$ cat src/b_pkg.sv
////////////////////////////////////////////////////////////////////////////
// Bit-manipulation issue block, shared definitions
// Widths, major opcodes, extension configuration and lane operators
// used by the decoder, the lanes, the splitter and the writeback
////////////////////////////////////////////////////////////////////////////

package b_pkg;

  ////////////////////////////////////////////////////////////////////////////
  // Widths and sizes
  ////////////////////////////////////////////////////////////////////////////

  // Data path width
  localparam int XLEN       = 32;
  // Instruction words per fetch bundle
  localparam int NUM_SLOTS  = 2;
  // Register address width and register count
  localparam int REG_ADDR_W = 5;
  localparam int NUM_REGS   = 32;

  ////////////////////////////////////////////////////////////////////////////
  // Encodings
  ////////////////////////////////////////////////////////////////////////////

  // Major opcodes, only the two used by Zba/Zbb/Zbs
  typedef enum logic [6:0] {
    OPCODE_OP     = 7'h33,
    OPCODE_OP_IMM = 7'h13
  } opcode_e;

  // Extension configuration
  // Zbc is not built, so the last entry decodes like the second
  typedef enum logic [1:0] {
    B_NONE,
    B_ZBA_ZBB_ZBS,
    B_ZBA_ZBB_ZBC_ZBS
  } b_ext_e;

  localparam b_ext_e B_EXT_DEFAULT = B_ZBA_ZBB_ZBS;

  // Lane operations
  typedef enum logic [3:0] {
    ALU_B_SH1ADD,
    ALU_B_SH2ADD,
    ALU_B_SH3ADD,
    ALU_B_ANDN,
    ALU_B_ORN,
    ALU_B_XNOR,
    ALU_B_MIN,
    ALU_B_MAX,
    ALU_B_MINU,
    ALU_B_MAXU,
    ALU_B_BSET,
    ALU_B_BCLR,
    ALU_B_BINV,
    ALU_B_BEXT
  } alu_op_e;

endpackage

$ cat src/b_issue_split.sv
////////////////////////////////////////////////////////////////////////////
// Issue splitter
// Registers the fetch bundle and its source operands, taking operands
// from the bundle in flight ahead of the register file
////////////////////////////////////////////////////////////////////////////

`timescale 1ns/1ns

module b_issue_split (
  input  logic                                                   clk,
  input  logic                                                   arst_n_i,
  input  logic                                                   bundle_valid_i,
  input  logic [b_pkg::NUM_SLOTS-1:0][b_pkg::XLEN-1:0]           bundle_instr_i,
  input  logic [b_pkg::NUM_SLOTS-1:0][1:0][b_pkg::XLEN-1:0]      rf_rdata_i,
  input  logic [b_pkg::NUM_SLOTS-1:0]                            lane_we_i,
  input  logic [b_pkg::NUM_SLOTS-1:0][b_pkg::REG_ADDR_W-1:0]     lane_rd_i,
  input  logic [b_pkg::NUM_SLOTS-1:0][b_pkg::XLEN-1:0]           lane_result_i,
  output logic [b_pkg::NUM_SLOTS-1:0][1:0][b_pkg::REG_ADDR_W-1:0] rf_raddr_o,
  output logic [b_pkg::NUM_SLOTS-1:0]                            issue_valid_o,
  output logic [b_pkg::NUM_SLOTS-1:0][b_pkg::XLEN-1:0]           issue_instr_o,
  output logic [b_pkg::NUM_SLOTS-1:0][b_pkg::XLEN-1:0]           issue_rs1_data_o,
  output logic [b_pkg::NUM_SLOTS-1:0][b_pkg::XLEN-1:0]           issue_rs2_data_o
);

  import b_pkg::*;

  // Operand per slot and source, index 0 is rs1
  logic [NUM_SLOTS-1:0][1:0][XLEN-1:0] operand;

  ////////////////////////////////////////////////////////////////////////////
  // Read addresses and forwarding
  ////////////////////////////////////////////////////////////////////////////

  always_comb begin
    for (int s = 0; s < NUM_SLOTS; s++) begin
      rf_raddr_o[s][0] = bundle_instr_i[s][19:15];
      rf_raddr_o[s][1] = bundle_instr_i[s][24:20];
    end
  end

  // Lane results of the registered bundle are not in the register file yet
  // Higher slots are checked later so slot 1 beats slot 0
  always_comb begin
    for (int s = 0; s < NUM_SLOTS; s++) begin
      for (int j = 0; j < 2; j++) begin
        operand[s][j] = rf_rdata_i[s][j];
        for (int k = 0; k < NUM_SLOTS; k++) begin
          // x0 never forwards
          if (lane_we_i[k] && (lane_rd_i[k] == rf_raddr_o[s][j]) &&
              (rf_raddr_o[s][j] != '0)) begin
            operand[s][j] = lane_result_i[k];
          end
        end
      end
    end
  end

  ////////////////////////////////////////////////////////////////////////////
  // Issue registers
  ////////////////////////////////////////////////////////////////////////////

  // Both slots share the bundle strobe
  always_ff @(posedge clk or negedge arst_n_i) begin
    if (!arst_n_i) begin
      issue_valid_o <= '0;
    end else begin
      issue_valid_o <= {NUM_SLOTS{bundle_valid_i}};
    end
  end

  // Payload, loaded only with a bundle
  always_ff @(posedge clk) begin
    if (bundle_valid_i) begin
      for (int s = 0; s < NUM_SLOTS; s++) begin
        issue_instr_o[s]    <= bundle_instr_i[s];
        issue_rs1_data_o[s] <= operand[s][0];
        issue_rs2_data_o[s] <= operand[s][1];
      end
    end
  end

endmodule

$ cat config.mk
export PLATFORM = sky130hd
export DESIGN_NAME = b_issue_split
export DESIGN_NICKNAME = d
export VERILOG_FILES = /design/src/b_pkg.sv /design/src/b_issue_split.sv
export SDC_FILE = /design/constraint.sdc
export NUM_CORES = 1
export LEC_CHECK = 0
export BUFFER_PORTS_ARGS = -buffer_cell sky130_fd_sc_hd__buf_2
export CORE_ASPECT_RATIO = 1.25
export CORE_MARGIN = 2
export CORE_UTILIZATION = 25
export CTS_BUF_LIST = sky130_fd_sc_hd__clkbuf_4 sky130_fd_sc_hd__clkbuf_8 sky130_fd_sc_hd__clkbuf_16
export CTS_CLUSTER_DIAMETER = 150
export DETAILED_ROUTE_END_ITERATION = 6
export SYNTH_ARGS = -nofsm -noshare
export SYNTH_HDL_FRONTEND = slang
export SYNTH_SLANG_ARGS = --single-unit
export TNS_END_PERCENT = 20
$ cat constraint.sdc
create_clock -name clk -period 0.8 [get_ports clk]
set_input_delay 0 -clock clk [delete_from_list [all_inputs] [get_ports clk]]
set_output_delay 0 -clock clk [all_outputs]
set_load 0.02 [all_outputs]
Word level (Yosys, flattened, before mapping)
Index checks and enable logic that the tools add are counted.
- input port bits: 271
- logic and storage cells: 43
- flip-flop bits (word level): 193
- reductions and logical operators: 20
- eq/ne operators: 8
- mux-type cells: 8
- operator list (operator ; count):
    $mux 32 ; 8
    $eq 5x5->1 ; 8
    $reduce_bool 5->1 ; 4
    $logic_and 1x1->1 ; 16

Longest topological paths before layout
Gate-level depths: netlist of run 1.
- word-level depth: 5
- gate-level depth with buffers: 7
- gate-level depth less buffers: 4

Worst setup path before layout of run 1
OpenSTA, ideal clock, no wires.
- kind: input to register
- start point: input port bundle_instr_i[18] (netlist bit)
- end point: register issue_rs1_data_o[0] (netlist bit), data pin
- arrival time: 1.205 ns
- slack: -0.668 ns
- path buffers: 2
- cell stages on the path: 6
- setup time: 0.263 ns
- path through: or4_4 -> o211ai_2 -> or2_1 -> buf_2 -> buf_4 -> a31oi_1
- RTL lines (item ; RTL line ; source):
    start: declaration ; b_issue_split.sv:13 ; input logic [b_pkg::NUM_SLOTS-1:0][b_pkg::XLEN-1:0] bundle_instr_i,
    end signal: indexed assignment ; b_issue_split.sv:76 ; issue_rs1_data_o[s] <= operand[s][0];
    end: declaration ; b_issue_split.sv:21 ; output logic [b_pkg::NUM_SLOTS-1:0][b_pkg::XLEN-1:0] issue_rs1_data_o,

==> results of run 1 <==
[logic make-up after synthesis]
group	share of synthesized area
xor gates and xnor gates	0.0341
and+or+nand+nor	0.184
DFF	0.564
AOI/OAI and AO/OA	0.154
buffers and inverters	0.0634
[per-layer routing]
metal,wire length [microns],up-vias,global-route usage
li1,-,5419,-
met1,20900,5894,0.309
met2,27300,874,0.423
met3,5240,193,0.0462
met4,2810,4,0.140
met5,29,-,0
[flip-flops by register name (all words and copies together), names as in the netlist]
register and count:
issue_instr_o 64, issue_rs1_data_o 64, issue_rs2_data_o 64, issue_valid_o 1
[path summary, 6_finish.rpt]
| path | startpoint | end |
|---|---|---|
| max in group asynchronous | arst_n_i | issue_valid_o[0] |
| min in group asynchronous | arst_n_i | issue_valid_o[0] |
| min | rf_rdata_i[124] | issue_rs2_data_o[60] |
| max | bundle_instr_i[21] | issue_rs2_data_o[31] |
[power groups by stage]
stage | Clock [mW] | Combinational [mW] | Sequential (mW)
6_report | 8.69 | 8.98 | 12.4
5_1_grt | 9.23 | 9.38 | 12.5
4_1_cts | 8.93 | 8.46 | 12.4
3_5_place_dp | 0 | 6.91 | 12.6
3_3_place_gp | 0 | 6.84 | 12.6
2_1_floorplan | 0 | 2.02 | 13.7
[area by class of cell]
class                      instances  area [sq um]
clock inverter                    14           148
sequential                       193          5790
clock buffer                      17           425
fill                            3813         22100
multi-input combinational        678          4770
antenna                            4          10.0
tap                              552           691
timing repair buffer             872          6840
[stage by stage]
stage	total power [mW]	hold WS [ps]	setup TNS (ps)	cells	area, sq um
4_1_cts	29.8	0.403	-99020	2324	18100
6_report	30.1	10.9	-96330	2330	18700
2_1_floorplan	15.8	-296	-84380	1001	10400
3_3_place_gp	19.5	-199	-134950	2038	14200
5_1_grt	31.1	-2.91	-106310	2328	18700
3_5_place_dp	19.5	-199	-137350	2038	14200
[cells in the final DEF (no fill, tap or decap), types with 19 or more instances in the layout]
| cell type | netlist | final |
|---|---|---|
| buf_2 | 30 | 449 |
| dlygate4sd3_1 | 0 | 219 |
| edfxtp_1 | 192 | 192 |
| nor3_1 | 128 | 113 |
| buf_4 | 33 | 102 |
| a31oi_1 | 128 | 95 |
| nand2_1 | 96 | 88 |
| nor4_1 | 64 | 64 |
| nand3_1 | 64 | 64 |
| o21ai_1 | 33 | 48 |
| buf_6 | 0 | 45 |
| o21ai_2 | 0 | 41 |
| buf_12 | 0 | 37 |
| o21ai_0 | 95 | 35 |
| xnor2_1 | 28 | 26 |
| a31oi_4 | 0 | 24 |
| clkbuf_16 | 0 | 19 |
[repair_timing]
action | CTS | global route
hold buffers | 217 | 2
endpoints found under the hold margin | 191 | 3
cloned | 13 | 3
setup buffers | 25 | 3
setup endpoints to repair | 322 | 322
pin swaps | 37 | 21
gates resized for setup | 182 | 138
==> reports/metrics.csv, run 1 <==
metric;value;unit
place.gp.congestion;0.893;
netlist_top_cells_count;edfxtp_1 (192), a31oi_1 (128), nor3_1 (128);
synth_cell_types;23;
hold_viol;0;
dieArea;42700;sq um
p_int;20.2;mW
synth_most_common_cell;edfxtp_1;
violations;negative setup slack;
path_buf_inv;4;
ctsLongestPathBuffers;2;
rsz0062_at_grt;true;
rows;83;
initial_core_util;0.251;
worst_ir_drop_vdd;1.49;mV
antenna_left;0;
synth-main-ff-cell;edfxtp_1;
syn_inst;1001;
yosys-top-cells-area;edfxtp_1 (56%), a31oi_1 (7.8%), nor3_1 (6.2%);
final_nets;2033;
async_reset_ff_frac;0.00518;
yosys.area.top_type;edfxtp_1;
critPathSlowestCell;or4_4;
min_period;1320;ps
sw_frac_of_total;0.328;
htree_levels;4;
slew_headroom;0.663;
synth.top_cell.area_share;0.562;
endpoint_kind;flop;
die_w;185;microns
cp_common_cell;buf_6;
cp.arrival;1620;ps
final.period_utilization;1.66;
pre_cts_ws;-1140;ps
cap_violations;0;
tightest_slew;502;ps
coreArea;40800;sq um
num_io_pins;485;
fin_ws;-525;ps
p_sw;9.88;mW
via_per_inst;5.32;
area_delta_synth_final;82.0;%
ys_seq_area_frac;0.564;
numCtsBuffers;17;
outcome;finished with violations;
antenna_found_initial;4;
cts_root_buf;clkbuf_16;
leakage;7.09;nW
num_vias;12400;
grt_use_total;0.254;
synth_edf_count;192;
grt_start_max_net_pins;35;
wl_per_cell;24.2;microns
cts_tree;yes;
utilization;0.458;
clock_sinks;193;
synth-seq-cells;193;
yosys_warnings;0;
cp_data_required_time;1100;ps
grt_first_pass_wirelength;78800;microns
power_density;1610;nW/um^2
drive_gt1_frac;0.460;
netlist_area;10300;sq um
syn_nets;1272;
finalSetupViolations;322;
path_class;input port to flop;
crit_chain;buf_6 > or4_4 > buf_6 > o211ai_4 > buf_4 > buf_6 > o21ai_1 > a31oi_2;
worst-path-max-fanout;6;
cp.depth;8;
grt.overflow.total;0;
totalWireLength;56300;microns
grt_pass1_vias;12200;
cp_top_family;simple AND/OR/NAND/NOR gates;
whs_path_depth;3;
die_h;231;microns
max_freq;755;MHz
cpPeakStageDelay;570;ps
p_comb_frac;0.298;
p_clk_frac;0.289;
maxSlewViolCount;0;
cts.clk_slew.worst_paths;70;ps
place_hpwl;39000;microns
p_seq_frac;0.413;
drt_first_pass_iters;6;
hp-class;input port to flop;
worstSetupStartpointType;input port;
drtIter0Drc;1189;
drc;0;
syn_area_per_cell;10.3;sq um
io_buffer_count;484;
Power figures use the tool's default switching activity.
==> inputs of run 2 (changes only) <==
CELL_PAD_IN_SITES_DETAIL_PLACEMENT = 0   (was default)
CELL_PAD_IN_SITES_GLOBAL_PLACEMENT = 1   (was default)
PLACE_DENSITY_LB_ADDON = 0.1   (was default)
==> run 2 against run 1 <==
  * The flow still finishes with violations (negative setup slack)
  * Core utilization up 2.1 points
  * Non-clock buffer count up 21
  * Flip-flop and latch count unchanged
  * Power up 4.4%
  * First-iteration DRC count down 26%
  * Critical path depth down 1
  * Worst setup slack better by 22 ps
  * Sequential share of layout area down 1.4 points
  * Fmax up 1.7%
  * Clock-buffer cell count up 2
  * Critical path type unchanged
==> reports/metrics.csv, run 2 (synthesized netlist as in run 1, its figures left out) <==
metric;value;unit
outcome;finished with violations;
violations;negative setup slack;
p_seq_frac;0.396;
fillers;3875;
die_h;231;microns
reg.largest.list;issue_instr_o: 64 flops, issue_rs1_data_o: 64 flops, issue_rs2_data_o: 64 flops;
grt.overflow.total;0;
area_delta_synth_final;90.4;%
wl_per_cell;25.0;microns
drc;0;
leakage;7.44;nW
rows;83;
antenna_left;0;
cts_root_buf;clkbuf_16;
cap_violations;0;
place.gp.congestion;0.842;
num_vias;12100;
tightest_slew;476;ps
rsz0062_at_grt;true;
totalWireLength;58700;microns
hold_viol;0;
final.period_utilization;1.63;
p_total;31.4;mW
coreArea;40800;sq um
drt_first_pass_iters;5;
cp.arrival;1500;ps
hp-class;input port to flop;
io_buffer_count;484;
clock_sinks;193;
max_freq;768;MHz
p_comb_frac;0.300;
worst_ir_drop_vdd;1.45;mV
p_int;21.5;mW
hold_slack;17.5;ps
ctsLongestPathBuffers;2;
grt_pass1_vias;11900;
initial_core_util;0.251;
placedCellCount;2059;
whs_path_depth;3;
finalSetupViolations;322;
num_io_pins;485;
cp_data_required_time;1000;ps
fin_tns_setup;-95870;ps
dieArea;42700;sq um
min_period;1300;ps
antenna_found_initial;0;
path_class;input port to flop;
layout_common_cells;buf_2 (453), dlygate4sd3_1 (201), edfxtp_1 (192);
drtIter0Drc;876;
cts.clk_slew.worst_paths;80;ps
htree_levels;4;
via_per_inst;5.15;
die_w;185;microns
power_density;1610;nW/um^2
drive_gt1_frac;0.516;
fin_ws;-503;ps
worst-path-max-fanout;8;
hp-start;lane_result_i[33];
endpoint_kind;flop;
maxSlewViolCount;0;
numCtsBuffers;17;
critPathLaunch;bundle_instr_i[22];
grt_use_total;0.260;
cts_tree;yes;
grt_start_max_net_pins;48;
place_hpwl;38600;microns
pre_cts_ws;-1100;ps
p_sw;9.97;mW
p_clk_frac;0.304;
slew_headroom;0.680;
final_cells;2349;
worstSetupStartpointType;input port;
holdPathEnd;issue_rs2_data_o[33];
grt_first_pass_wirelength;79200;microns
mostFrequentLayoutCell;buf_2;
sw_frac_of_total;0.317;
final_nets;2054;
==> run 2: final cells by class <==
class | count | area [sq um] | share of cell area
timing repair buffer | 893 | 7230 | 0.370
sequential | 193 | 5790 | 0.296
multi-input combinational | 678 | 5210 | 0.266
tap | 552 | 691 | 0.0353
clock buffer | 19 | 440 | 0.0225
clock inverter | 13 | 185 | 0.00948
antenna | 1 | 2.50 | 0.000128
==> run 2: timing repair <==
action | CTS | global route
setup buffers | 25 | 9
pin swaps | 37 | 27
hold buffers | 201 | 0
gates cloned | 19 | 7
resized for setup | 198 | 195
setup endpoints to repair | 322 | 322
hold endpoints to repair | 193 | 0
==> run 2: routing by layer <==
| metal | wire length [microns] | track usage | share of wire |
|---|---|---|---|
| met3 | 4050 | 0.0410 | 0.069 |
| met1 | 23100 | 0.320 | 0.39 |
| met2 | 29100 | 0.445 | 0.50 |
| met5 | 0 | 0 | 0 |
| met4 | 2400 | 0.118 | 0.041 |
==> run 2: power by group through the flow <==
stage	clock network, mW	logic (mW)	registers, mW
6_report	9.55	9.45	12.4
4_1_cts	9.78	8.81	12.4
2_1_floorplan	0	2.02	13.7
3_5_place_dp	0	6.98	12.7
3_3_place_gp	0	6.96	12.7
5_1_grt	9.98	9.90	12.5
==> run 2: worst max-delay path, stage by stage <==
cell       delay (ps)
buf_12            100
or4_4             560
buf_6             150
o211a_4           300
clkbuf_16         210
nand2_2            70
a31oi_1           110
==> run 2: how the worst max path moves through the flow <==
| stage | to | slack [ps] | cells after the start |
|---|---|---|---|
| floorplan | issue_rs1_data_o[0] | -660 | 6 |
| global placement | issue_rs2_data_o[21] | -1090 | 6 |
| detailed placement | issue_rs2_data_o[21] | -1100 | 6 |
| CTS | issue_rs1_data_o[10] | -480 | 6 |
| global route | issue_rs2_data_o[11] | -500 | 7 |
| finish | issue_rs2_data_o[6] | -500 | 7 |
==> run 2: metrics by stage <==
step	utilization	instance area, sq um
after floorplan	-	10400
after global placement	0.352	14400
after detailed placement	0.352	14400
after CTS	0.452	18400
after global routing	0.479	19500
final	0.479	19500
