`src/b_pkg.sv`:
```
////////////////////////////////////////////////////////////////////////////
// Bit-manipulation issue block, shared definitions
// Widths, major opcodes, extension configuration and lane operators
// used by the decoder, the lanes, the splitter and the writeback
////////////////////////////////////////////////////////////////////////////

package b_pkg;

  ////////////////////////////////////////////////////////////////////////////
  // Widths and sizes
  ////////////////////////////////////////////////////////////////////////////

  // Data path width
  localparam int XLEN       = 32;
  // Instruction words per fetch bundle
  localparam int NUM_SLOTS  = 2;
  // Register address width and register count
  localparam int REG_ADDR_W = 5;
  localparam int NUM_REGS   = 32;

  ////////////////////////////////////////////////////////////////////////////
  // Encodings
  ////////////////////////////////////////////////////////////////////////////

  // Major opcodes, only the two used by Zba/Zbb/Zbs
  typedef enum logic [6:0] {
    OPCODE_OP     = 7'h33,
    OPCODE_OP_IMM = 7'h13
  } opcode_e;

  // Extension configuration
  // Zbc is not built, so the last entry decodes like the second
  typedef enum logic [1:0] {
    B_NONE,
    B_ZBA_ZBB_ZBS,
    B_ZBA_ZBB_ZBC_ZBS
  } b_ext_e;

  localparam b_ext_e B_EXT_DEFAULT = B_ZBA_ZBB_ZBS;

  // Lane operations
  typedef enum logic [3:0] {
    ALU_B_SH1ADD,
    ALU_B_SH2ADD,
    ALU_B_SH3ADD,
    ALU_B_ANDN,
    ALU_B_ORN,
    ALU_B_XNOR,
    ALU_B_MIN,
    ALU_B_MAX,
    ALU_B_MINU,
    ALU_B_MAXU,
    ALU_B_BSET,
    ALU_B_BCLR,
    ALU_B_BINV,
    ALU_B_BEXT
  } alu_op_e;

endpackage

```
`src/b_decoder.sv`:
```
////////////////////////////////////////////////////////////////////////////
// B-extension decoder
// Maps one instruction word to a lane operator, the destination register,
// the immediate select and the illegal flag
////////////////////////////////////////////////////////////////////////////

`timescale 1ns/1ns

module b_decoder #(
  parameter b_pkg::b_ext_e B_EXT = b_pkg::B_EXT_DEFAULT
) (
  input  logic [b_pkg::XLEN-1:0]       instr_rdata_i,
  output b_pkg::alu_op_e               alu_operator_o,
  output logic                         imm_sel_o,
  output logic [b_pkg::REG_ADDR_W-1:0] rd_o,
  output logic                         rf_we_o,
  output logic                         illegal_insn_o
);

  import b_pkg::*;

  // Sub-extension enables, B_NONE leaves all three off
  localparam bit RV32B_ZBA = (B_EXT == B_ZBA_ZBB_ZBS) || (B_EXT == B_ZBA_ZBB_ZBC_ZBS);
  localparam bit RV32B_ZBB = (B_EXT == B_ZBA_ZBB_ZBS) || (B_EXT == B_ZBA_ZBB_ZBC_ZBS);
  localparam bit RV32B_ZBS = (B_EXT == B_ZBA_ZBB_ZBS) || (B_EXT == B_ZBA_ZBB_ZBC_ZBS);

  opcode_e    opcode;
  logic [9:0] funct;
  // High when a supported and enabled encoding was found
  logic       match;

  assign opcode = opcode_e'(instr_rdata_i[6:0]);
  // funct7 on top, funct3 below
  assign funct  = {instr_rdata_i[31:25], instr_rdata_i[14:12]};
  assign rd_o   = instr_rdata_i[11:7];

  always_comb begin
    // Illegal with writes off until a match says otherwise
    alu_operator_o = ALU_B_SH1ADD;
    imm_sel_o      = 1'b0;
    match          = 1'b0;

    case (opcode)
      OPCODE_OP: begin
        case (funct)
          // Zba shift-and-add
          {7'b001_0000, 3'b010}: begin match = RV32B_ZBA; alu_operator_o = ALU_B_SH1ADD; end
          {7'b001_0000, 3'b100}: begin match = RV32B_ZBA; alu_operator_o = ALU_B_SH2ADD; end
          {7'b001_0000, 3'b110}: begin match = RV32B_ZBA; alu_operator_o = ALU_B_SH3ADD; end
          // Zbb logic with negate
          {7'b010_0000, 3'b111}: begin match = RV32B_ZBB; alu_operator_o = ALU_B_ANDN; end
          {7'b010_0000, 3'b110}: begin match = RV32B_ZBB; alu_operator_o = ALU_B_ORN; end
          {7'b010_0000, 3'b100}: begin match = RV32B_ZBB; alu_operator_o = ALU_B_XNOR; end
          // Zbb min/max, signed and unsigned
          {7'b000_0101, 3'b100}: begin match = RV32B_ZBB; alu_operator_o = ALU_B_MIN; end
          {7'b000_0101, 3'b110}: begin match = RV32B_ZBB; alu_operator_o = ALU_B_MAX; end
          {7'b000_0101, 3'b101}: begin match = RV32B_ZBB; alu_operator_o = ALU_B_MINU; end
          {7'b000_0101, 3'b111}: begin match = RV32B_ZBB; alu_operator_o = ALU_B_MAXU; end
          // Zbs register forms
          {7'b001_0100, 3'b001}: begin match = RV32B_ZBS; alu_operator_o = ALU_B_BSET; end
          {7'b010_0100, 3'b001}: begin match = RV32B_ZBS; alu_operator_o = ALU_B_BCLR; end
          {7'b011_0100, 3'b001}: begin match = RV32B_ZBS; alu_operator_o = ALU_B_BINV; end
          {7'b010_0100, 3'b101}: begin match = RV32B_ZBS; alu_operator_o = ALU_B_BEXT; end
          // Base ISA and anything unknown
          default: match = 1'b0;
        endcase
      end

      OPCODE_OP_IMM: begin
        // Zbs immediate forms, shamt sits in the rs2 field
        imm_sel_o = 1'b1;
        case (funct)
          {7'b001_0100, 3'b001}: begin match = RV32B_ZBS; alu_operator_o = ALU_B_BSET; end
          {7'b010_0100, 3'b001}: begin match = RV32B_ZBS; alu_operator_o = ALU_B_BCLR; end
          {7'b011_0100, 3'b001}: begin match = RV32B_ZBS; alu_operator_o = ALU_B_BINV; end
          {7'b010_0100, 3'b101}: begin match = RV32B_ZBS; alu_operator_o = ALU_B_BEXT; end
          default: match = 1'b0;
        endcase
      end

      // Unknown major opcode
      default: match = 1'b0;
    endcase
  end

  assign illegal_insn_o = ~match;
  assign rf_we_o        = match;

endmodule

```
`src/b_lane.sv`:
```
////////////////////////////////////////////////////////////////////////////
// Issue lane
// Decodes one slot and computes its Zba/Zbb/Zbs result in the same cycle
////////////////////////////////////////////////////////////////////////////

`timescale 1ns/1ns

module b_lane (
  input  logic                         issue_valid_i,
  input  logic [b_pkg::XLEN-1:0]       issue_instr_i,
  input  logic [b_pkg::XLEN-1:0]       rs1_data_i,
  input  logic [b_pkg::XLEN-1:0]       rs2_data_i,
  output logic                         lane_valid_o,
  output logic                         lane_we_o,
  output logic                         lane_illegal_o,
  output logic [b_pkg::REG_ADDR_W-1:0] lane_rd_o,
  output logic [b_pkg::XLEN-1:0]       lane_result_o
);

  import b_pkg::*;

  alu_op_e         alu_op;
  logic            imm_sel;
  logic            rf_we;
  logic            illegal;
  logic [XLEN-1:0] op_a;
  logic [XLEN-1:0] op_b;
  logic [4:0]      shamt;
  // One-hot single-bit mask for the Zbs ops
  logic [XLEN-1:0] bit_mask;
  logic            lt_signed;
  logic            lt_unsigned;

  b_decoder u_decoder (
    .instr_rdata_i  (issue_instr_i),
    .alu_operator_o (alu_op),
    .imm_sel_o      (imm_sel),
    .rd_o           (lane_rd_o),
    .rf_we_o        (rf_we),
    .illegal_insn_o (illegal)
  );

  ////////////////////////////////////////////////////////////////////////////
  // Operands
  ////////////////////////////////////////////////////////////////////////////

  assign op_a = rs1_data_i;
  // Immediate forms take shamt from instr[24:20]
  assign op_b = imm_sel ? {{(XLEN-5){1'b0}}, issue_instr_i[24:20]} : rs2_data_i;

  // Only the low 5 bits select a bit position
  assign shamt    = op_b[4:0];
  assign bit_mask = {{(XLEN-1){1'b0}}, 1'b1} << shamt;

  assign lt_signed   = $signed(op_a) < $signed(op_b);
  assign lt_unsigned = op_a < op_b;

  ////////////////////////////////////////////////////////////////////////////
  // Result
  ////////////////////////////////////////////////////////////////////////////

  always_comb begin
    case (alu_op)
      // rs2 + (rs1 << n)
      ALU_B_SH1ADD: lane_result_o = op_b + (op_a << 1);
      ALU_B_SH2ADD: lane_result_o = op_b + (op_a << 2);
      ALU_B_SH3ADD: lane_result_o = op_b + (op_a << 3);
      ALU_B_ANDN:   lane_result_o = op_a & ~op_b;
      ALU_B_ORN:    lane_result_o = op_a | ~op_b;
      ALU_B_XNOR:   lane_result_o = ~(op_a ^ op_b);
      ALU_B_MIN:    lane_result_o = lt_signed   ? op_a : op_b;
      ALU_B_MAX:    lane_result_o = lt_signed   ? op_b : op_a;
      ALU_B_MINU:   lane_result_o = lt_unsigned ? op_a : op_b;
      ALU_B_MAXU:   lane_result_o = lt_unsigned ? op_b : op_a;
      ALU_B_BSET:   lane_result_o = op_a | bit_mask;
      ALU_B_BCLR:   lane_result_o = op_a & ~bit_mask;
      ALU_B_BINV:   lane_result_o = op_a ^ bit_mask;
      // Single extracted bit in bit 0
      ALU_B_BEXT:   lane_result_o = {{(XLEN-1){1'b0}}, op_a[shamt]};
      default:      lane_result_o = '0;
    endcase
  end

  // Status only counts while the slot is really issued
  assign lane_valid_o   = issue_valid_i & ~illegal;
  assign lane_we_o      = issue_valid_i & rf_we;
  assign lane_illegal_o = issue_valid_i & illegal;

endmodule

```
`config.mk`:
```
export PLATFORM = sky130hd
export DESIGN_NAME = b_lane
export DESIGN_NICKNAME = d
export VERILOG_FILES = /design/src/b_pkg.sv /design/src/b_decoder.sv /design/src/b_lane.sv
export SDC_FILE = /design/constraint.sdc
export NUM_CORES = 1
export LEC_CHECK = 0
export BUFFER_PORTS_ARGS = -buffer_cell sky130_fd_sc_hd__buf_2
export CORE_ASPECT_RATIO = 0.5
export CORE_MARGIN = 3
export CORE_UTILIZATION = 45
export DETAILED_ROUTE_END_ITERATION = 10
export PLACE_DENSITY_LB_ADDON = 0.25
export SLEW_MARGIN = 20
export SYNTH_ARGS = -nofsm -noshare
export SYNTH_HDL_FRONTEND = slang
export SYNTH_SLANG_ARGS = --single-unit
```
`constraint.sdc`:
```
create_clock -name vclk -period 8.4
set_clock_uncertainty 0.05 [all_clocks]
set_input_delay 0.84 -clock vclk [all_inputs]
set_output_delay 0.84 -clock vclk [all_outputs]
set_load 0.02 [all_outputs]
```
* After elaboration in Yosys (flattened, before gate mapping) *
Cells that the tools add are included.

cells by class
  add/sub/neg operators = 3
  $lt $le $gt $ge = 3
  equality and inequality tests = 29
  shifts and indexed selects = 1
  multiplexer cells = 15
  bitwise logic cells = 12
  reduce and logical (&&, ||, !) cells = 3

operators with widths
  cell                                                   number
  one-hot mux 32 bit (14 select lines)                   1
  2-to-1 mux 32 bit                                      5
  adder 32 bit                                           3
  NOT 32 bit                                             3
  AND 32 bit                                             2
  < comparator 32 bit                                    2
  bitwise OR 32 bit                                      2
  XOR 32 bit                                             2
  equality test 10 x 9 -> 1 bit (second input constant)  6
  one-hot mux 4 bit (13 select lines)                    1
  equality test 10 x 6 -> 1 bit (second input constant)  4
  equality test 10 x 8 -> 1 bit (second input constant)  4
  left shift 1 x 5 -> 32 bit (first input constant)      1
  equality test 4 bit (second input constant)            6
  equality test 4 x 3 -> 1 bit (second input constant)   4
  one-hot mux 4 bit (4 select lines)                     1
  OR reduction 14 bit                                    1
  equality test 4 x 2 -> 1 bit (second input constant)   2
  one-hot mux 4 bit (2 select lines)                     1
  equality test 7 x 5 -> 1 bit (second input constant)   1
  equality test 7 x 6 -> 1 bit (second input constant)   1
  < comparator 5 x 6 -> 1 bit (second input constant)    1
  binary-select mux 1 bit (select 5 bit)                 1
  equality test 4 x 1 -> 1 bit (second input constant)   1
  6 further kinds                                        10

word-level totals
  register bits after elaboration = 0
  input port bits = 97
  output and inout port bits = 40
  logic and storage cells = 66

* Logic depth before layout (Yosys ltp) *
Gate-level depths: netlist of run 1.

  depth after elaboration = 7
  mapped depth = 21

* Modules after synthesis *
Synthesis of run 1 repeated with hierarchy kept, for this count alone.

second synthesis, totals
  cell total of the unflattened synthesis = 1476
  area total of the unflattened synthesis = 9620.5 µm²

by module, submodules not included
  module     times used  cells an instance  area an instance (µm²)
  b_lane     1           1417               9218.8
  b_decoder  1           59                 401.6

* Worst setup path after synthesis of run 1 *
OpenSTA, ideal clock, no wires.

  path type = input -> output
  start point = input issue_instr_i[4] in the netlist's numbering
  end point = output lane_result_o[24] in the netlist's numbering
  arrival = 5608 ps
  data required time = 7510 ps
  path slack = 1902 ps
  stages = 19
  buffers on the path = 5
  path through = and4b_1 -> buf_2 -> nand2_2 -> clkbuf_1 -> buf_1 -> clkbuf_1 -> buf_1 -> nand2_1 -> ha_1 -> a21o_1 -> a21o_1 -> a221oi_1 -> o311a_1 -> a211oi_2 -> or4_4 -> a31oi_4 -> a31oi_1 -> a2111oi_2 -> o211ai_1

on the way
  cells in the longest elaborated chain, start to end = 7
  elaborated cells on any way between the ends = 39

RTL lines
  element                                                                      line          RTL
  from (decl)                                                                  b_lane.sv:10  input logic [b_pkg::XLEN-1:0] issue_instr_i,
  parallel branches: the longest is 6 deep, another holds < comparator 32 bit  -
  one-hot mux 32 bit (14 select lines) *                                       b_lane.sv:63  case (alu_op)
  to (decl)                                                                    b_lane.sv:17  output logic [b_pkg::XLEN-1:0] lane_result_o

Every way passes the cells marked *.

* Final worst setup path of run 1 *
  start point = input issue_instr_i[5] in the netlist's numbering
  end point = output lane_result_o[28] in the netlist's numbering

The elaborated chain is that of the path after synthesis.

==> results of run 1 <==
==> worst max-delay path by stage <==
stage | end | start | slack (ns)
after floorplan | lane_result_o[24] | issue_instr_i[4] | 1.90
after global placement | lane_result_o[31] | issue_instr_i[5] | 1.43
after detailed placement | lane_result_o[28] | issue_instr_i[5] | 1.32
after CTS | lane_result_o[28] | issue_instr_i[5] | 1.30
after global routing | lane_result_o[28] | issue_instr_i[5] | 0.75
final | lane_result_o[28] | issue_instr_i[5] | 1.0
==> kinds of logic (layout without fill, tap and decap cells) <==
| family | after synthesis | after routing | share of synthesized area, % |
|---|---|---|---|
| fa+ha+maj | 123 | 123 | 16.0 |
| other cells | 0 | 1 | 0 |
| mux | 17 | 17 | 1.84 |
| xor+xnor | 78 | 78 | 6.98 |
| simple gates | 561 | 561 | 28.5 |
| buf+inv | 118 | 218 | 4.96 |
| compound gates | 604 | 604 | 41.7 |
==> final cells by class <==
| class | count | area share (%) |
|---|---|---|
| repair buffers | 153 | 7.82 |
| diodes | 1 | 0.0232 |
| inverters | 65 | 2.29 |
| multi-input cells | 1383 | 86.5 |
| well taps | 292 | 3.39 |
==> metal layers <==
| metal | global-route usage [%] | routed length [um] | vias up |
|---|---|---|---|
| met3 | 12.0 | 8130 | 146 |
| met5 | 0 | 0 | - |
| li1 | - | - | 6031 |
| met2 | 59.7 | 19800 | 1047 |
| met1 | 59.6 | 22000 | 6318 |
| met4 | 10.4 | 1600 | 0 |
==> stage by stage <==
step	hold slack (ns)	cells	setup WS, ns	instance area (um2)	util [%]
final	1.63	1894	0.999	10800	51.5
after global routing	1.63	1893	0.745	10800	51.5
after CTS	1.63	1893	1.30	10800	51.5
after detailed placement	1.63	1893	1.32	10800	51.5
after global placement	1.63	1893	1.43	10800	51.5
after floorplan	1.74	1501	1.90	9790	-
==> cell usage in the layout, fill, tap and decap left out, types with 11 or more instances in the layout <==
cell type	n
o2111ai_1	12
o21a_1	13
buf_4	31
o22ai_1	25
nor3_1	38
a211oi_1	24
buf_2	122
xor2_1	40
and3_1	15
a21oi_1	149
or3_1	11
nand3_1	52
inv_1	63
ha_1	120
o21ai_1	16
mux2i_1	12
o211ai_1	32
a21o_1	52
nor4_1	14
a31oi_1	31
nand2_1	173
nand2b_1	17
o21bai_1	16
a221oi_1	18
and2_1	13
nor2_1	126
xnor2_1	38
nand4_1	24
nor2b_1	17
o21ai_0	99
==> impl_results.md, run 1 <==
- Number of nets in the layout: approximately 1800
- Sequence of cells on the critical path: buf_2 -> or3_1 -> nor2_1 -> nor2_1 -> a21oi_1 -> buf_4 -> inv_1 -> ha_1 -> a211o_1 -> a2111oi_0 -> buf_4 -> o211ai_1 -> a41oi_1 -> o21ai_1 -> a221oi_1 -> o21ai_1 -> xor2_1 -> a221oi_1 -> nand2_1 -> buf_2
- Data required time at the worst endpoint: roughly 7.5 ns
- Starting utilization of the core area: roughly 47%
- Worst slew margin relative to its limit: 25.9%
- Proportion of netlist area held by the largest area contributor: 15.3%
- Number of max-cap violations: 0
- Worst hold-check path type: in -> out
- Leftover overflow at the end of global routing: 0
- Sequential element share of the synthesized area: 0%
- Via density per instance: approximately 7.1
- Most frequent cell after synthesis: nand2_1
- DRT antenna net count: 0
- Count of buffers added by post-CTS timing repair for setup: 0
- Number of rows in the core area: 37
- Wire length of the first global-routing pass: roughly 75000 um
- Sort of element at the end of the critical path: output pin
- Aggregate routed wire length: between 50000 and 60000 um
- Number of antenna violations at the first check in global routing: 0
- Slowest cell on crit path: a221oi_1
- Dominant cell type by area after synthesis: ha_1
- Origin of the worst min-delay path: issue_instr_i[7]
- HPWL reported at the end of detailed placement: 41000 um
- Sum of buffers and inverters on the critical path: 5
- Final period util: between 80% and 90%
- Die Y: about 110 um
- Run status: complete, no violations
- Tot GR Track Use: between 40% and 50%
- Number of vias after detailed routing: around 14000
- # port buffers: around 120
- Clock buffer count: 0
- Mean cell area of the mapped netlist: ~6.5 um2
- Achievable clock frequency: around 140 MHz
- Footprint of the multi-input gates: just over 0.009 mm2
- Mean routed wirelength per cell: 27.2 um
- Post-Synthesis Cell Area: 0.00979 mm2
- Vias in the first global route: between 10000 and 15000
- Horizontal die dimension: approximately 210 um
- Crit path max-delay family: compound AO/OA/AOI/OAI gates
- Worst path arrival time: 6.51 ns
- Setup total negative slack: 0 ns
- Footprint of the flip-flops and latches: 0 um2
- # setup viols final: 0
- Worst-path maximum fanout: 7
- Count of cell instances traversed by the critical path: 20
- Placeable Area: 0.0209 mm2
- Gate Count Post-Synth: about 1500
- Min-Delay Endpoint: lane_rd_o[0]
- Pin count of the biggest net entering global routing: 45
- Boundary Pins: 137
- Critical path startpoint category: primary input
- Stage delay of the slowest cell on the critical path: 0.80 ns
- Min cycle time layout: roughly 7.4 ns
- Fraction of final layout cells sized beyond drive strength 1: between 10% and 20%
- Area added between synthesis and finish: 10.2%
- Full die area: about 0.024 mm2
- Min-Delay Path Depth: 0
- Initial detailed-routing violation count: 2260
- Worst Path Class, Setup: in -> out
- Top post-synthesis cells by area: ha_1 (15%), a21oi_1 (7.6%), nand2_1 (6.6%)
- Layout sequential cell count: 0
- Final count of pins violating max slew: 0
- Post-cts repair resize count: 0
- Most numerous cell types in the synthesized netlist: nand2_1 (173), a21oi_1 (149), nor2_1 (126)
- Number of detailed-route iterations in the first pass: 6
- Total nets after synthesis: around 1700
- Final Hold Fails: 0
- RSZ-0062 raised after global routing: no
- Synth Warn #: 0
- Actual transition at the worst max-transition pin: between 1 and 1.5 ns
- Remaining routing DRC violations: 0
- Last weighted congestion value of the routability-driven placer: around 1.1
- Layout fillers: 2162
- Number of buffers inserted for hold repair after clock tree synthesis: 0
- Number of distinct standard cells referenced by the synthesized netlist: 95
==> run 2: changes to the inputs <==
--- a/config.mk
+++ b/config.mk
@@ -11,6 +11,7 @@
 export CORE_UTILIZATION = 45
 export DETAILED_ROUTE_END_ITERATION = 10
 export PLACE_DENSITY_LB_ADDON = 0.25
+export RECOVER_POWER = 50
 export SLEW_MARGIN = 20
 export SYNTH_ARGS = -nofsm -noshare
 export SYNTH_HDL_FRONTEND = slang
==> run 2 against run 1 <==
- count of clock-buffer cells in the layout unchanged
- worst hold slack did not move
- critical path depth is 4 lower
- final cell count about the same
- cell area down 0.35%
- routed wire length up 0.34%
- first-iteration DRC count is 2.2% lower
- worst setup slack lost 0.45 ns
- via count increased by 0.38%
- core utilization down 0.18 points
- die area is the same
- global-route usage unchanged
- critical endpoint is now lane_result_o[19]
- largest cell class unchanged
- highest routed layer unchanged
==> impl_results.md, run 2 (synthesized netlist as in run 1, its figures left out) <==
- Number of antenna violations at the first check in global routing: 0
- Starting utilization of the core area: 46.8%
- Number of max-cap violations: 0
- Commonest non-fill, non-tap cells in the layout: nand2_1 (175), a21oi_1 (149), nor2_1 (126)
- Die Y: ~110 um
- Worst path arrival time: approximately 7.0 ns
- Post-cts repair resize count: 0
- Fraction of final layout cells sized beyond drive strength 1: 11.9%
- # port buffers: about 120
- Final Hold Fails: 0
- Boundary Pins: 137
- Aggregate routed wire length: roughly 52000 um
- Standard cell area after detailed placement: around 0.011 mm2
- Full die area: roughly 0.024 mm2
- Total power draw: between 700 and 800 uW
- Slowest cell on crit path: clkbuf_2
- Initial detailed-routing violation count: approximately 2200
- Min cycle time layout: between 7 and 8 ns
- # setup viols final: 0
- Total power divided by cell area: around 70 mW/mm2
- Number of detailed-route iterations in the first pass: 8
- Origin of the worst min-delay path: issue_instr_i[7]
- Min-Delay Endpoint: lane_rd_o[0]
- Placeable Area: roughly 0.021 mm2
- Maximum VDD drop: ~0.046 mV
- Achievable clock frequency: 127 MHz
- Run status: complete, no violations
- Layout sequential cell count: 0
- Number of vias after detailed routing: around 14000
- Count of buffers added by post-CTS timing repair for setup: 0
- Number of buffers inserted for hold repair after clock tree synthesis: 0
- Layout Utilization: around half
- Stage delay of the slowest cell on the critical path: roughly 0.90 ns
- Worst Path Class, Setup: in -> out
- Final count of pins violating max slew: 0
- Last weighted congestion value of the routability-driven placer: roughly 1.1
- Setup total negative slack: 0 ns
- Inserted Diodes: 0
- HPWL reported at the end of detailed placement: 41000 um
- Number of nets in the layout: ~1800
- Pin count of the biggest net entering global routing: 45
- Vias in the first global route: approximately 12000
- Worst slew margin relative to its limit: 21.1%
- Min-Delay Path Depth: 0
- Leftover overflow at the end of global routing: 0
- Footprint of the flip-flops and latches: 0 um2
- DRT antenna net count: 0
- Commonest non-fill, non-tap cell in the layout: nand2_1
- RSZ-0062 raised after global routing: no
- Worst-path maximum fanout: 44
- Most repeated library cell on the critical path: nand2_1
- Mean routed wirelength per cell: roughly 27 um
- Sequence of cells on the critical path: buf_2 -> and4b_1 -> nand2_1 -> clkbuf_2 -> nand2_1 -> ha_1 -> nand4_1 -> nor3_1 -> a22oi_1 -> a211oi_1 -> o21bai_1 -> or3_1 -> mux2_1 -> a2111oi_0 -> nand2_1 -> buf_2
- Post-route cell area: between 0.01 and 0.015 mm2
- Via density per instance: just over 7
- Wire length of the first global-routing pass: between 70000 and 80000 um
- Final period util: just over 90%
- Sort of element at the end of the critical path: output pin
- Number of rows in the core area: 37
- Tot GR Track Use: roughly 41%
- Leakage power: around 0.0047 uW
- Clock buffer count: 0
- Actual transition at the worst max-transition pin: 1.18 ns
- Worst hold-check path type: in -> out
- Data required time at the worst endpoint: about 7.5 ns
- Area added between synthesis and finish: 9.77%
- Horizontal die dimension: roughly 210 um
- Critical path startpoint category: primary input
- Remaining routing DRC violations: 0
-- run 2: cell types whose count changed in the layout (fill, tap and decap cells not counted), moves of 2 or more --
cell,previous run,this run
nand2_1,173,175
nand2_2,2,0
a2111oi_2,4,2
buf_2,122,116
clkbuf_1,0,6
a2111oi_0,3,5
-- run 2: how the worst max path moves through the flow --
| stage | depth (start not counted) | start | endpoint |
|---|---|---|---|
| 6_report | 16 | issue_instr_i[4] | lane_result_o[19] |
| 5_1_grt | 19 | issue_instr_i[6] | lane_result_o[28] |
| 4_1_cts | 20 | issue_instr_i[5] | lane_result_o[28] |
| 3_5_place_dp | 20 | issue_instr_i[5] | lane_result_o[28] |
| 3_3_place_gp | 17 | issue_instr_i[5] | lane_result_o[31] |
| 2_1_floorplan | 19 | issue_instr_i[4] | lane_result_o[24] |
-- run 2: layout make-up --
cell class | instances | area, um2
Fill cell | 2178 | 10200
Tap cell | 292 | 365
Timing Repair Buffer | 153 | 833
Inverter | 65 | 246
Multi-Input combinational cell | 1383 | 9300
-- run 2: metal layers --
layer / part of all wire, % / GRT usage, % / up-vias / wire, um
met4: 3.4 / 10.4 / 0 / 1740
met3: 15 / 12.0 / 152 / 7840
met5: 0 / 0 / - / 0
met2: 38 / 59.7 / 1040 / 19800
met1: 43 / 59.6 / 6385 / 22300
li1: - / - / 6016 / -
-- run 2: through the flow --
stage | std cells | hold WS, ns | setup slack [ns]
floorplan | 1501 | 1.74 | 1.90
global placement | 1893 | 1.63 | 1.43
detailed placement | 1893 | 1.63 | 1.32
CTS | 1893 | 1.63 | 1.30
global route | 1893 | 1.63 | 0.382
finish | 1893 | 1.63 | 0.552
-- run 2: power breakdown --
group | total [uW] | switching, uW | internal (uW)
combinational | 748 | 473 | 274
sequential | 0 | 0 | 0
clock | 0 | 0 | 0
-- run 2: critical path, delay by kind of cell --
family          cells  cell delay (ns)
compound gates      4             1.55
fa+ha+maj           1             0.63
buf+inv             3             1.18
mux                 1             0.63
simple gates        7             2.11
Power figures use the tool's default switching activity.
